### config.mk
export PLATFORM = sky130hd
export DESIGN_NAME = rp_analog_top
export DESIGN_NICKNAME = d
export VERILOG_FILES = /design/src/rtl/rp_bus_pkg.sv /design/src/rtl/rp_analog_pkg.sv /design/src/rtl/sys_bus_if.sv /design/src/rtl/adc_frontend.sv /design/src/rtl/hk_regs.sv /design/src/rtl/adc_sample_regs.sv /design/src/rtl/sys_bus_decoder.sv /design/src/rtl/dac_output.sv /design/src/rtl/rp_analog_top.sv
export SDC_FILE = /design/constraint.sdc
export NUM_CORES = 1
export LEC_CHECK = 0
export ABC_AREA = 1
export BUFFER_PORTS_ARGS = -buffer_cell sky130_fd_sc_hd__buf_2
export CORE_MARGIN = 8
export CORE_UTILIZATION = 55
export DETAILED_ROUTE_END_ITERATION = 16
export PLACE_DENSITY_LB_ADDON = 0.3
export SLEW_MARGIN = 40
export SYNTH_ARGS = -nofsm -noshare
export SYNTH_HDL_FRONTEND = slang
export SYNTH_HIERARCHICAL = 1
export SYNTH_SLANG_ARGS = --single-unit
### constraint.sdc
create_clock -name adc_clk -period 1.9 [get_ports adc_clk]
set_clock_uncertainty 0.2 [all_clocks]
set_input_delay 0.095 -clock adc_clk [delete_from_list [all_inputs] [get_ports adc_clk]]
set_output_delay 0.095 -clock adc_clk [all_outputs]
set_load 0.005 [all_outputs]
### src/rtl/rp_bus_pkg.sv
// system bus widths, region map and address layout
// address bits 31..23 are ignored, bits 22..20 pick one of 8 regions
// each region holds a 20-bit register offset, byte addressed
package rp_bus_pkg;

  localparam int BUS_W    = 32;  // address and data width
  localparam int SEL_W    = 4;   // one select bit per byte lane
  localparam int REGION_N = 8;   // 1 MB per region

  // region numbers of the used slaves
  localparam int REGION_HK  = 0;  // housekeeping
  localparam int REGION_ADC = 1;  // ADC sample readback

  // one address word, seen raw by the master and split by the decoder and slaves
  typedef union packed {
    logic [BUS_W-1:0] raw;
    struct packed {
      logic [BUS_W-$clog2(REGION_N)-21:0] unused;  // 31..23, don't care
      logic [$clog2(REGION_N)-1:0]        region;  // 22..20
      logic [19:0]                        offset;  // 19..0
    } f;
  } sys_addr_u;

endpackage

### src/rtl/rp_analog_pkg.sv
// ADC and DAC sample widths and the shared sample type
// ADC pins deliver 16 bits, only the upper 14 carry data
// converter code is unsigned negative slope, internal words are two's complement
package rp_analog_pkg;

  localparam int ADC_RAW_W = 16;  // width of ADC pin bus
  localparam int SMP_W     = 14;  // sample width

  // internal sample, two's complement
  typedef logic signed [SMP_W-1:0] sample_t;

  // negative slope code <-> two's complement
  // keeps msb, inverts the rest, same in both directions
  function automatic logic [SMP_W-1:0] flip_code(input logic [SMP_W-1:0] w);
    return {w[SMP_W-1], ~w[SMP_W-2:0]};
  endfunction

endpackage

### src/rtl/sys_bus_if.sv
`timescale 1ns/1ps
// one decoded region of the system bus
// strobes are single cycle, addr/wdata/sel held by the master until ack
// no back-pressure, the slave must ack by itself
interface sys_bus_if;

  rp_bus_pkg::sys_addr_u              addr;   // raw word or region/offset fields
  logic [rp_bus_pkg::BUS_W-1:0]       wdata;  // write data
  logic [rp_bus_pkg::SEL_W-1:0]       sel;    // write byte select
  logic                               wen;    // write strobe
  logic                               ren;    // read strobe
  logic [rp_bus_pkg::BUS_W-1:0]       rdata;  // valid with ack
  logic                               err;    // valid with ack
  logic                               ack;    // one cycle

  // decoder side
  modport master (
    output addr, wdata, sel, wen, ren,
    input  rdata, err, ack
  );

  // register block side
  modport slave (
    input  addr, wdata, sel, wen, ren,
    output rdata, err, ack
  );

endinterface

### src/rtl/adc_frontend.sv
`timescale 1ns/1ps
// ADC capture, upper 14 of 16 pins registered once
// samples leave as two's complement, 1 cycle after the pins
// loopback path from the DAC words is combinational
module adc_frontend (
  input  logic                                 adc_clk,
  input  logic                                 rst_n_i,
  input  logic [rp_analog_pkg::ADC_RAW_W-1:0]  adc_dat_a_i,  // ADC CH1 pins
  input  logic [rp_analog_pkg::ADC_RAW_W-1:0]  adc_dat_b_i,  // ADC CH2 pins
  input  logic                                 loop_en_i,    // digital loopback
  input  rp_analog_pkg::sample_t               dac_a_i,
  input  rp_analog_pkg::sample_t               dac_b_i,
  output rp_analog_pkg::sample_t               smp_a_o,
  output rp_analog_pkg::sample_t               smp_b_o
);

  localparam int RW = rp_analog_pkg::ADC_RAW_W;
  localparam int SW = rp_analog_pkg::SMP_W;

  logic [SW-1:0] adc_a_q;  // raw code, neg slope
  logic [SW-1:0] adc_b_q;

  // input registers, lowest 2 pin bits dropped
  always_ff @(posedge adc_clk)
  begin
    if (!rst_n_i)
    begin
      adc_a_q <= '0;
      adc_b_q <= '0;
    end
    else
    begin
      adc_a_q <= adc_dat_a_i[RW-1 -: SW];
      adc_b_q <= adc_dat_b_i[RW-1 -: SW];
    end
  end

  // code conversion, then loopback select
  assign smp_a_o = loop_en_i ? dac_a_i : rp_analog_pkg::flip_code(adc_a_q);
  assign smp_b_o = loop_en_i ? dac_b_i : rp_analog_pkg::flip_code(adc_b_q);

endmodule

### src/rtl/hk_regs.sv
`timescale 1ns/1ps
// housekeeping registers, region 0
// 0x0 LED, 0x4 loopback flag in bit 0, 0x8/0xC DAC words a/b in bits 13..0
// writes honour byte select, holes read 0, err never set
// LED_W must not exceed the bus width
module hk_regs #(
  parameter int LED_W = 8  // LED word width
) (
  input  logic                    adc_clk,
  input  logic                    rst_n_i,
  sys_bus_if.slave                bus,
  output logic [LED_W-1:0]        led_o,
  output logic                    loop_en_o,
  output rp_analog_pkg::sample_t  dac_a_o,
  output rp_analog_pkg::sample_t  dac_b_o
);

  localparam int BW = rp_bus_pkg::BUS_W;
  localparam int SW = rp_analog_pkg::SMP_W;

  // register offsets
  localparam logic [19:0] OFFS_LED  = 20'h0;
  localparam logic [19:0] OFFS_LOOP = 20'h4;
  localparam logic [19:0] OFFS_DACA = 20'h8;
  localparam logic [19:0] OFFS_DACB = 20'hC;

  logic [LED_W-1:0]       led_q;
  logic                   loop_q;
  rp_analog_pkg::sample_t dac_a_q, dac_b_q;
  logic [BW-1:0]          rd_word;  // addressed register, zero-extended
  logic [BW-1:0]          wr_word;  // rd_word with selected lanes replaced
  logic [BW-1:0]          rdata_q;
  logic                   ack_q;

  // replace the byte lanes picked by sel
  function automatic logic [BW-1:0] merge_bytes(
    input logic [BW-1:0]                  cur,
    input logic [BW-1:0]                  wd,
    input logic [rp_bus_pkg::SEL_W-1:0]   sel
  );
    logic [BW-1:0] res;
    res = cur;
    for (int i = 0; i < rp_bus_pkg::SEL_W; i++)
    begin
      if (sel[i])
        res[8*i +: 8] = wd[8*i +: 8];
    end
    return res;
  endfunction

  ////////////////////////////////////////////////////////////
  // read mux and write merge
  ////////////////////////////////////////////////////////////

  always_comb
  begin
    case (bus.addr.f.offset)
      OFFS_LED:  rd_word = BW'(led_q);
      OFFS_LOOP: rd_word = BW'(loop_q);
      OFFS_DACA: rd_word = {{(BW-SW){1'b0}}, dac_a_q};  // no sign extension here
      OFFS_DACB: rd_word = {{(BW-SW){1'b0}}, dac_b_q};
      default:   rd_word = '0;
    endcase
  end

  assign wr_word = merge_bytes(rd_word, bus.wdata, bus.sel);

  ////////////////////////////////////////////////////////////
  // registers
  ////////////////////////////////////////////////////////////

  always_ff @(posedge adc_clk)
  begin
    if (!rst_n_i)
    begin
      led_q   <= '0;
      loop_q  <= 1'b0;
      dac_a_q <= '0;
      dac_b_q <= '0;
    end
    else if (bus.wen)
    begin
      case (bus.addr.f.offset)
        OFFS_LED:  led_q   <= wr_word[LED_W-1:0];
        OFFS_LOOP: loop_q  <= wr_word[0];
        OFFS_DACA: dac_a_q <= wr_word[SW-1:0];
        OFFS_DACB: dac_b_q <= wr_word[SW-1:0];
        default:   ;  // hole, dropped
      endcase
    end
  end

  // ack one cycle after any strobe
  always_ff @(posedge adc_clk)
  begin
    if (!rst_n_i)
      ack_q <= 1'b0;
    else
      ack_q <= bus.wen | bus.ren;
  end

  always_ff @(posedge adc_clk)
  begin
    if (bus.ren)
      rdata_q <= rd_word;  // sampled at strobe
  end

  assign bus.rdata = rdata_q;
  assign bus.err   = 1'b0;
  assign bus.ack   = ack_q;

  assign led_o     = led_q;
  assign loop_en_o = loop_q;
  assign dac_a_o   = dac_a_q;
  assign dac_b_o   = dac_b_q;

endmodule

### src/rtl/adc_sample_regs.sv
`timescale 1ns/1ps
// read-only sample readback, region 1
// 0x0 sample a, 0x4 sample b, sign-extended to 32 bits, other offsets read 0
// writes ack with err set and change nothing
module adc_sample_regs (
  input  logic                    adc_clk,
  input  logic                    rst_n_i,
  input  rp_analog_pkg::sample_t  smp_a_i,
  input  rp_analog_pkg::sample_t  smp_b_i,
  sys_bus_if.slave                bus
);

  localparam int BW = rp_bus_pkg::BUS_W;

  localparam logic [19:0] OFFS_SMPA = 20'h0;
  localparam logic [19:0] OFFS_SMPB = 20'h4;

  logic [BW-1:0] rd_word;
  logic [BW-1:0] rdata_q;
  logic          ack_q;
  logic          err_q;

  // sample_t is signed, so the cast sign-extends
  always_comb
  begin
    case (bus.addr.f.offset)
      OFFS_SMPA: rd_word = BW'(smp_a_i);
      OFFS_SMPB: rd_word = BW'(smp_b_i);
      default:   rd_word = '0;
    endcase
  end

  always_ff @(posedge adc_clk)
  begin
    if (!rst_n_i)
    begin
      ack_q <= 1'b0;
      err_q <= 1'b0;
    end
    else
    begin
      ack_q <= bus.wen | bus.ren;
      err_q <= bus.wen;  // read-only region
    end
  end

  always_ff @(posedge adc_clk)
  begin
    if (bus.ren)
      rdata_q <= rd_word;
  end

  assign bus.rdata = rdata_q;
  assign bus.err   = err_q;
  assign bus.ack   = ack_q;

endmodule

### src/rtl/sys_bus_decoder.sv
`timescale 1ns/1ps
// splits the system bus into 8 regions by address bits 22..20
// region 0 and 1 go to register slaves, 2..7 ack in the strobe cycle with 0 data
// response follows the current address, which the master holds until ack
module sys_bus_decoder (
  input  logic                          adc_clk,
  input  logic [rp_bus_pkg::BUS_W-1:0]  sys_addr_i,
  input  logic [rp_bus_pkg::BUS_W-1:0]  sys_wdata_i,
  input  logic [rp_bus_pkg::SEL_W-1:0]  sys_sel_i,
  input  logic                          sys_wen_i,
  input  logic                          sys_ren_i,
  output logic [rp_bus_pkg::BUS_W-1:0]  sys_rdata_o,
  output logic                          sys_err_o,
  output logic                          sys_ack_o,
  sys_bus_if.master                     hk_bus,   // region 0
  sys_bus_if.master                     smp_bus   // region 1
);

  localparam int BW = rp_bus_pkg::BUS_W;
  localparam int RN = rp_bus_pkg::REGION_N;
  localparam int HK = rp_bus_pkg::REGION_HK;
  localparam int AD = rp_bus_pkg::REGION_ADC;

  rp_bus_pkg::sys_addr_u        addr_u;
  logic [$clog2(RN)-1:0]        region;
  logic [RN-1:0]                cs;        // one-hot region select
  logic                         stb;       // any strobe
  logic [RN-1:0]                stb_cs_q;  // region strobed last cycle
  logic [BW-1:0]                rdata_r [RN];
  logic [RN-1:0]                err_r;
  logic [RN-1:0]                ack_r;

  assign addr_u.raw = sys_addr_i;
  assign region     = addr_u.f.region;
  assign cs         = RN'(1) << region;
  assign stb        = sys_wen_i | sys_ren_i;

  ////////////////////////////////////////////////////////////
  // request side, strobes only to the selected region
  ////////////////////////////////////////////////////////////

  assign hk_bus.addr   = addr_u;
  assign hk_bus.wdata  = sys_wdata_i;
  assign hk_bus.sel    = sys_sel_i;
  assign hk_bus.wen    = sys_wen_i & cs[HK];
  assign hk_bus.ren    = sys_ren_i & cs[HK];

  assign smp_bus.addr  = addr_u;
  assign smp_bus.wdata = sys_wdata_i;
  assign smp_bus.sel   = sys_sel_i;
  assign smp_bus.wen   = sys_wen_i & cs[AD];
  assign smp_bus.ren   = sys_ren_i & cs[AD];

  // slaves ack one cycle after their strobe, so only accept an ack
  // from the region that was actually strobed
  always_ff @(posedge adc_clk)
    stb_cs_q <= cs & {RN{stb}};

  ////////////////////////////////////////////////////////////
  // response side
  ////////////////////////////////////////////////////////////

  always_comb
  begin
    for (int r = 0; r < RN; r++)
    begin
      rdata_r[r] = '0;   // unused regions
      err_r[r]   = 1'b0;
      ack_r[r]   = stb;  // answer at once
    end
    rdata_r[HK] = hk_bus.rdata;
    err_r[HK]   = hk_bus.err;
    ack_r[HK]   = hk_bus.ack & stb_cs_q[HK];
    rdata_r[AD] = smp_bus.rdata;
    err_r[AD]   = smp_bus.err;
    ack_r[AD]   = smp_bus.ack & stb_cs_q[AD];
  end

  assign sys_rdata_o = rdata_r[region];
  assign sys_err_o   = err_r[region];
  assign sys_ack_o   = ack_r[region];

endmodule

### src/rtl/dac_output.sv
`timescale 1ns/1ps
// DAC output, both channels interleaved on one 14-bit bus at adc_clk rate
// sel high -> channel b on the bus, sel low -> channel a
// a new DAC word shows on the bus within 2 cycles
module dac_output (
  input  logic                              adc_clk,
  input  logic                              rst_n_i,
  input  rp_analog_pkg::sample_t            dac_a_i,
  input  rp_analog_pkg::sample_t            dac_b_i,
  output logic [rp_analog_pkg::SMP_W-1:0]   dac_dat_o,  // neg slope code
  output logic                              dac_sel_o,  // channel select
  output logic                              dac_rst_o   // active high
);

  localparam int SW = rp_analog_pkg::SMP_W;

  logic [SW-1:0] code_a, code_b;  // converted words
  logic [SW-1:0] dat_q;
  logic          sel_q;
  logic          rst_q;

  // two's complement -> neg slope
  assign code_a = rp_analog_pkg::flip_code(dac_a_i);
  assign code_b = rp_analog_pkg::flip_code(dac_b_i);

  // register the word of the channel that comes next
  always_ff @(posedge adc_clk)
  begin
    if (!rst_n_i)
    begin
      sel_q <= 1'b0;
      dat_q <= rp_analog_pkg::flip_code('0);  // code of zero
    end
    else
    begin
      sel_q <= ~sel_q;
      dat_q <= sel_q ? code_a : code_b;  // next phase is ~sel_q
    end
  end

  // DAC reset, high in reset and one cycle after
  always_ff @(posedge adc_clk)
    rst_q <= ~rst_n_i;

  assign dac_dat_o = dat_q;
  assign dac_sel_o = sel_q;
  assign dac_rst_o = rst_q;

endmodule

### src/rtl/rp_analog_top.sv
`timescale 1ns/1ps
// analog front end with system bus skeleton, single clock adc_clk
// region 0 housekeeping, region 1 ADC readback, regions 2..7 unused
// DAC runs single rate, channels interleaved by dac_sel_o
module rp_analog_top #(
  parameter int LED_W = 8  // LED word width
) (
  input  logic                                 adc_clk,
  input  logic                                 rst_n_i,      // sync, active low
  // ADC
  input  logic [rp_analog_pkg::ADC_RAW_W-1:0]  adc_dat_a_i,  // CH1
  input  logic [rp_analog_pkg::ADC_RAW_W-1:0]  adc_dat_b_i,  // CH2
  // system bus
  input  logic [rp_bus_pkg::BUS_W-1:0]         sys_addr_i,
  input  logic [rp_bus_pkg::BUS_W-1:0]         sys_wdata_i,
  input  logic [rp_bus_pkg::SEL_W-1:0]         sys_sel_i,
  input  logic                                 sys_wen_i,
  input  logic                                 sys_ren_i,
  output logic [rp_bus_pkg::BUS_W-1:0]         sys_rdata_o,
  output logic                                 sys_err_o,
  output logic                                 sys_ack_o,
  // DAC
  output logic [rp_analog_pkg::SMP_W-1:0]      dac_dat_o,
  output logic                                 dac_sel_o,
  output logic                                 dac_rst_o,
  // LED
  output logic [LED_W-1:0]                     led_o
);

  ////////////////////////////////////////////////////////////
  // local signals
  ////////////////////////////////////////////////////////////

  sys_bus_if hk_bus ();   // region 0
  sys_bus_if smp_bus ();  // region 1

  logic                   loop_en;       // digital loopback
  rp_analog_pkg::sample_t dac_a, dac_b;  // DAC words from housekeeping
  rp_analog_pkg::sample_t smp_a, smp_b;  // ADC samples or looped DAC words

  ////////////////////////////////////////////////////////////
  // bus decode
  ////////////////////////////////////////////////////////////

  sys_bus_decoder i_dec (
    .adc_clk     (adc_clk),
    .sys_addr_i  (sys_addr_i),
    .sys_wdata_i (sys_wdata_i),
    .sys_sel_i   (sys_sel_i),
    .sys_wen_i   (sys_wen_i),
    .sys_ren_i   (sys_ren_i),
    .sys_rdata_o (sys_rdata_o),
    .sys_err_o   (sys_err_o),
    .sys_ack_o   (sys_ack_o),
    .hk_bus      (hk_bus.master),
    .smp_bus     (smp_bus.master)
  );

  ////////////////////////////////////////////////////////////
  // register slaves
  ////////////////////////////////////////////////////////////

  hk_regs #(
    .LED_W (LED_W)
  ) i_hk (
    .adc_clk   (adc_clk),
    .rst_n_i   (rst_n_i),
    .bus       (hk_bus.slave),
    .led_o     (led_o),
    .loop_en_o (loop_en),
    .dac_a_o   (dac_a),
    .dac_b_o   (dac_b)
  );

  adc_sample_regs i_smp (
    .adc_clk (adc_clk),
    .rst_n_i (rst_n_i),
    .smp_a_i (smp_a),
    .smp_b_i (smp_b),
    .bus     (smp_bus.slave)
  );

  ////////////////////////////////////////////////////////////
  // analog IO
  ////////////////////////////////////////////////////////////

  adc_frontend i_adc (
    .adc_clk     (adc_clk),
    .rst_n_i     (rst_n_i),
    .adc_dat_a_i (adc_dat_a_i),
    .adc_dat_b_i (adc_dat_b_i),
    .loop_en_i   (loop_en),
    .dac_a_i     (dac_a),
    .dac_b_i     (dac_b),
    .smp_a_o     (smp_a),
    .smp_b_o     (smp_b)
  );

  dac_output i_dac (
    .adc_clk   (adc_clk),
    .rst_n_i   (rst_n_i),
    .dac_a_i   (dac_a),
    .dac_b_i   (dac_b),
    .dac_dat_o (dac_dat_o),
    .dac_sel_o (dac_sel_o),
    .dac_rst_o (dac_rst_o)
  );

endmodule

==> impl_summary.log <==
INFO  metric ioPinCount = 162
INFO  metric first_global_vias = 5,867
INFO  metric crit_start = sys_addr_i[19]
INFO  metric die_w = 127.1 um
INFO  metric synthesis.area_per_instance = 7.593 sq um
INFO  metric reg2reg_slack = 110 ps
INFO  metric max-slew-margin-rel = 61.90%
INFO  metric clkTransAtPathRegs = 60 ps
INFO  metric die_height = 127.1 um
INFO  metric maxCapViolCount = 0
INFO  metric end_point_of_the_worst_hold_path = i_hk/loop_en_o$_SDFFE_PN0P_
INFO  metric tritoncts_num_sinks = 114
INFO  metric drtIter0Drc = 500
INFO  metric hold_path.startpoint = sys_addr_i[0]
INFO  metric dp_hpwl = 11.82 mm
INFO  metric clk_root_buffer_cell = sky130_fd_sc_hd__clkbuf_16
INFO  metric synth.yosys.warnings = 6
INFO  metric worst-slew-pin-transition = 571.5 ps
INFO  metric holdPathStages = 7
INFO  metric post_synth_inst_count = 894
INFO  metric area_of_combinational_cells_with_multiple_inputs = 2768 sq um
INFO  metric antenna_found_initial = 0
INFO  metric portBuffers = 128
INFO  metric worst_hold_path_type = primary input to flip-flop
INFO  metric area.growth.synth_to_final = 23.43%
INFO  metric routed_wire_length_per_instance = 14.97 um
INFO  metric vias = 6,115
INFO  metric globalRouteTotalUtil = 21.84%
INFO  metric cell_type_of_the_slowest_stage_on_the_worst_timing_path = sky130_fd_sc_hd__dlygate4sd3_1
INFO  metric critical_path.n_buffers_inverters = 3
INFO  metric finalNetCount = 1,147
INFO  metric finish.instance_area = 8378 sq um
INFO  metric globalplace.congestion = 0.8822
INFO  metric antenna_violating_nets_post_route = 0
INFO  metric cp.required = 2040 ps
INFO  metric worst-endpoint-arrival = 1990 ps
INFO  metric max_stage_delay_on_crit_path = 610 ps
INFO  metric static-leakage-power = 4.079 nW
INFO  metric grt_first_pass_wirelength = 28.26 mm
INFO  metric fraction_of_layout_instances_using_a_drive_strength_above_1 = 25.76%
INFO  metric smallest_hold_slack = 20.80 ps
INFO  metric post_drt_via_cell_ratio = 5.083
INFO  metric drcViolationCount = 0
INFO  metric worst_r2r_startpoint = i_hk/dac_a_o[12]$_SDFFE_PN0P_
INFO  metric die-area = 16,150 sq um
INFO  metric finalHoldViolCount = 0
INFO  metric cts_max_path_buffers = 2
INFO  metric finalPower = 6.401 mW
INFO  metric run_status = finished, final reports clean
INFO  metric netlist_area = 6788 sq um
INFO  metric placedInstanceArea = 6802 sq um
INFO  metric tritoncts_clock_tree = built
INFO  metric critical_path_peak_fanout = 13
INFO  metric worstSkewPairLatency = 410 ps
INFO  metric max_freq = 539.4 MHz
INFO  metric maxSlewViolCount = 0
INFO  metric core_area = 12,010 sq um
INFO  metric ir_worst_vdd = 556.1 uV
INFO  metric min_setup_slack_post_route = 46.08 ps
INFO  metric layout.cells.most_common_list = sky130_fd_sc_hd__nand2_1, sky130_fd_sc_hd__buf_2, sky130_fd_sc_hd__inv_1
INFO  metric r2r.worst_path.cells = 5
INFO  metric cp-start-kind = primary input
INFO  metric end_kind = flip-flop
INFO  metric rr_endpoint = i_hk/dac_a_o[12]$_SDFFE_PN0P_
INFO  metric n_antenna_cell = 0
INFO  metric rows = 40
INFO  metric placement.setup.worst_slack = 130.4 ps
INFO  metric grt.overflow.total = 0
INFO  metric postRouteWirelength = 18.01 mm
INFO  metric power_per_cell_area = 764.0 nW/um^2
INFO  metric drt_first_pass_iters = 5
INFO  metric timing.critical_path.cells = buf_2 -> nor2_1 -> nand2_2 -> nor2_4 -> nand3_4 -> buf_4 -> o21ai_2 -> mux2i_1 -> dlygate4sd3_1 -> a21oi_1
INFO  metric critPathKind = primary input to flip-flop
INFO  metric cts-buffers-inserted = 17
INFO  metric fin_crit_sh = 97.57%
INFO  metric final.fill_count = 957
INFO  metric initial_utilization = 56.51%
INFO  metric setup_viol = 0
INFO  metric leading_cell_type_in_the_layout_fill_and_taps_excluded = sky130_fd_sc_hd__nand2_1
INFO  metric h-tree-depth = 4
INFO  metric maximum_number_of_pins_on_one_net_before_global_route_repair = 62
INFO  metric post-route-min-period = 1854 ps
INFO  metric cpLargestDelayFamily = buffers and inverters
INFO  metric ff_latch_area = 2564 sq um
power breakdown:
group | internal [mW] | total (mW) | switching, mW
registers | 2.54 | 2.56 | 0.0275
clock network | 2.16 | 3.27 | 1.11
logic | 0.280 | 0.562 | 0.283
layer usage:
metal  track usage (%)  share of wire (%)  vias to the layer above
met5                 0                  0                        -
met4             9.587                3.1                        0
met3             4.908                8.1                       50
met2             38.80                 49                      284
met1             24.56                 40                     2734
li1                  -                  -                     3047
tightest hold or removal path, delay by kind of cell:
| family | cells | cell delay, ps |
|---|---|---|
| buf+inv | 1 | 110 |
| compound gates | 1 | 130 |
| simple gates | 5 | 250 |
worst max path at each step:
stage / depth (start not counted) / slack [ps] / to
finish: 10 / 50 / i_hk/dac_a_o[12]$_SDFFE_PN0P_
global placement: 9 / 180 / i_hk/dac_b_o[8]$_SDFFE_PN0P_
floorplan: 5 / 210 / i_hk/bus.rdata[0]$_DFFE_PP_
global route: 10 / -30 / i_hk/dac_b_o[12]$_SDFFE_PN0P_
CTS: 7 / 20 / sys_rdata_o[6]
detailed placement: 9 / 130 / i_hk/dac_a_o[8]$_SDFFE_PN0P_
through the flow:
step | util, % | setup TNS (ps) | instances
6_report | 69.75 | 0 | 1203
5_1_grt | 69.75 | -61.70 | 1203
4_1_cts | 69.01 | 0 | 1194
3_5_place_dp | 56.63 | 0 | 1076
3_3_place_gp | 56.63 | 0 | 1076
2_1_floorplan | - | 0 | 912
repair_timing:
action                                  in CTS  in global routing
setup buffers                                0                  9
endpoints found under the setup margin       0                 32
hold buffers                                86                  0
endpoints found under the hold margin       85                  0
resized for setup                            0                  8
sequential cells by signal, summed over array words and instances, names as in the netlist:
| register | flops |
|---|---|
| i_hk/loop_en_o | 1 |
| i_adc/adc_a_q | 14 |
| i_hk/led_o | 8 |
| i_hk/dac_b_o | 14 |
| i_dac/dac_rst_o | 1 |
| i_hk/bus.ack | 1 |
| i_smp/bus.err | 1 |
| i_dec/stb_cs_q | 2 |
| i_hk/bus.rdata | 14 |
| i_adc/adc_b_q | 14 |
| i_smp/bus.ack | 1 |
| i_dac/dac_dat_o | 14 |
| i_hk/dac_a_o | 14 |
| i_dac/dac_sel_o | 1 |
| i_smp/bus.rdata | 14 |
cell type report:
type                            instances  share of cell area, %
Clock buffer                           22                  6.048
Clock inverter                         10                  1.434
Inverter                              120                  5.466
Multi-Input combinational cell        543                  33.03
Sequential cell                       114                  30.60
Tap cell                              147                  2.195
Timing Repair Buffer                  247                  21.22
Note: power is estimated with default switching activity, not from simulation.
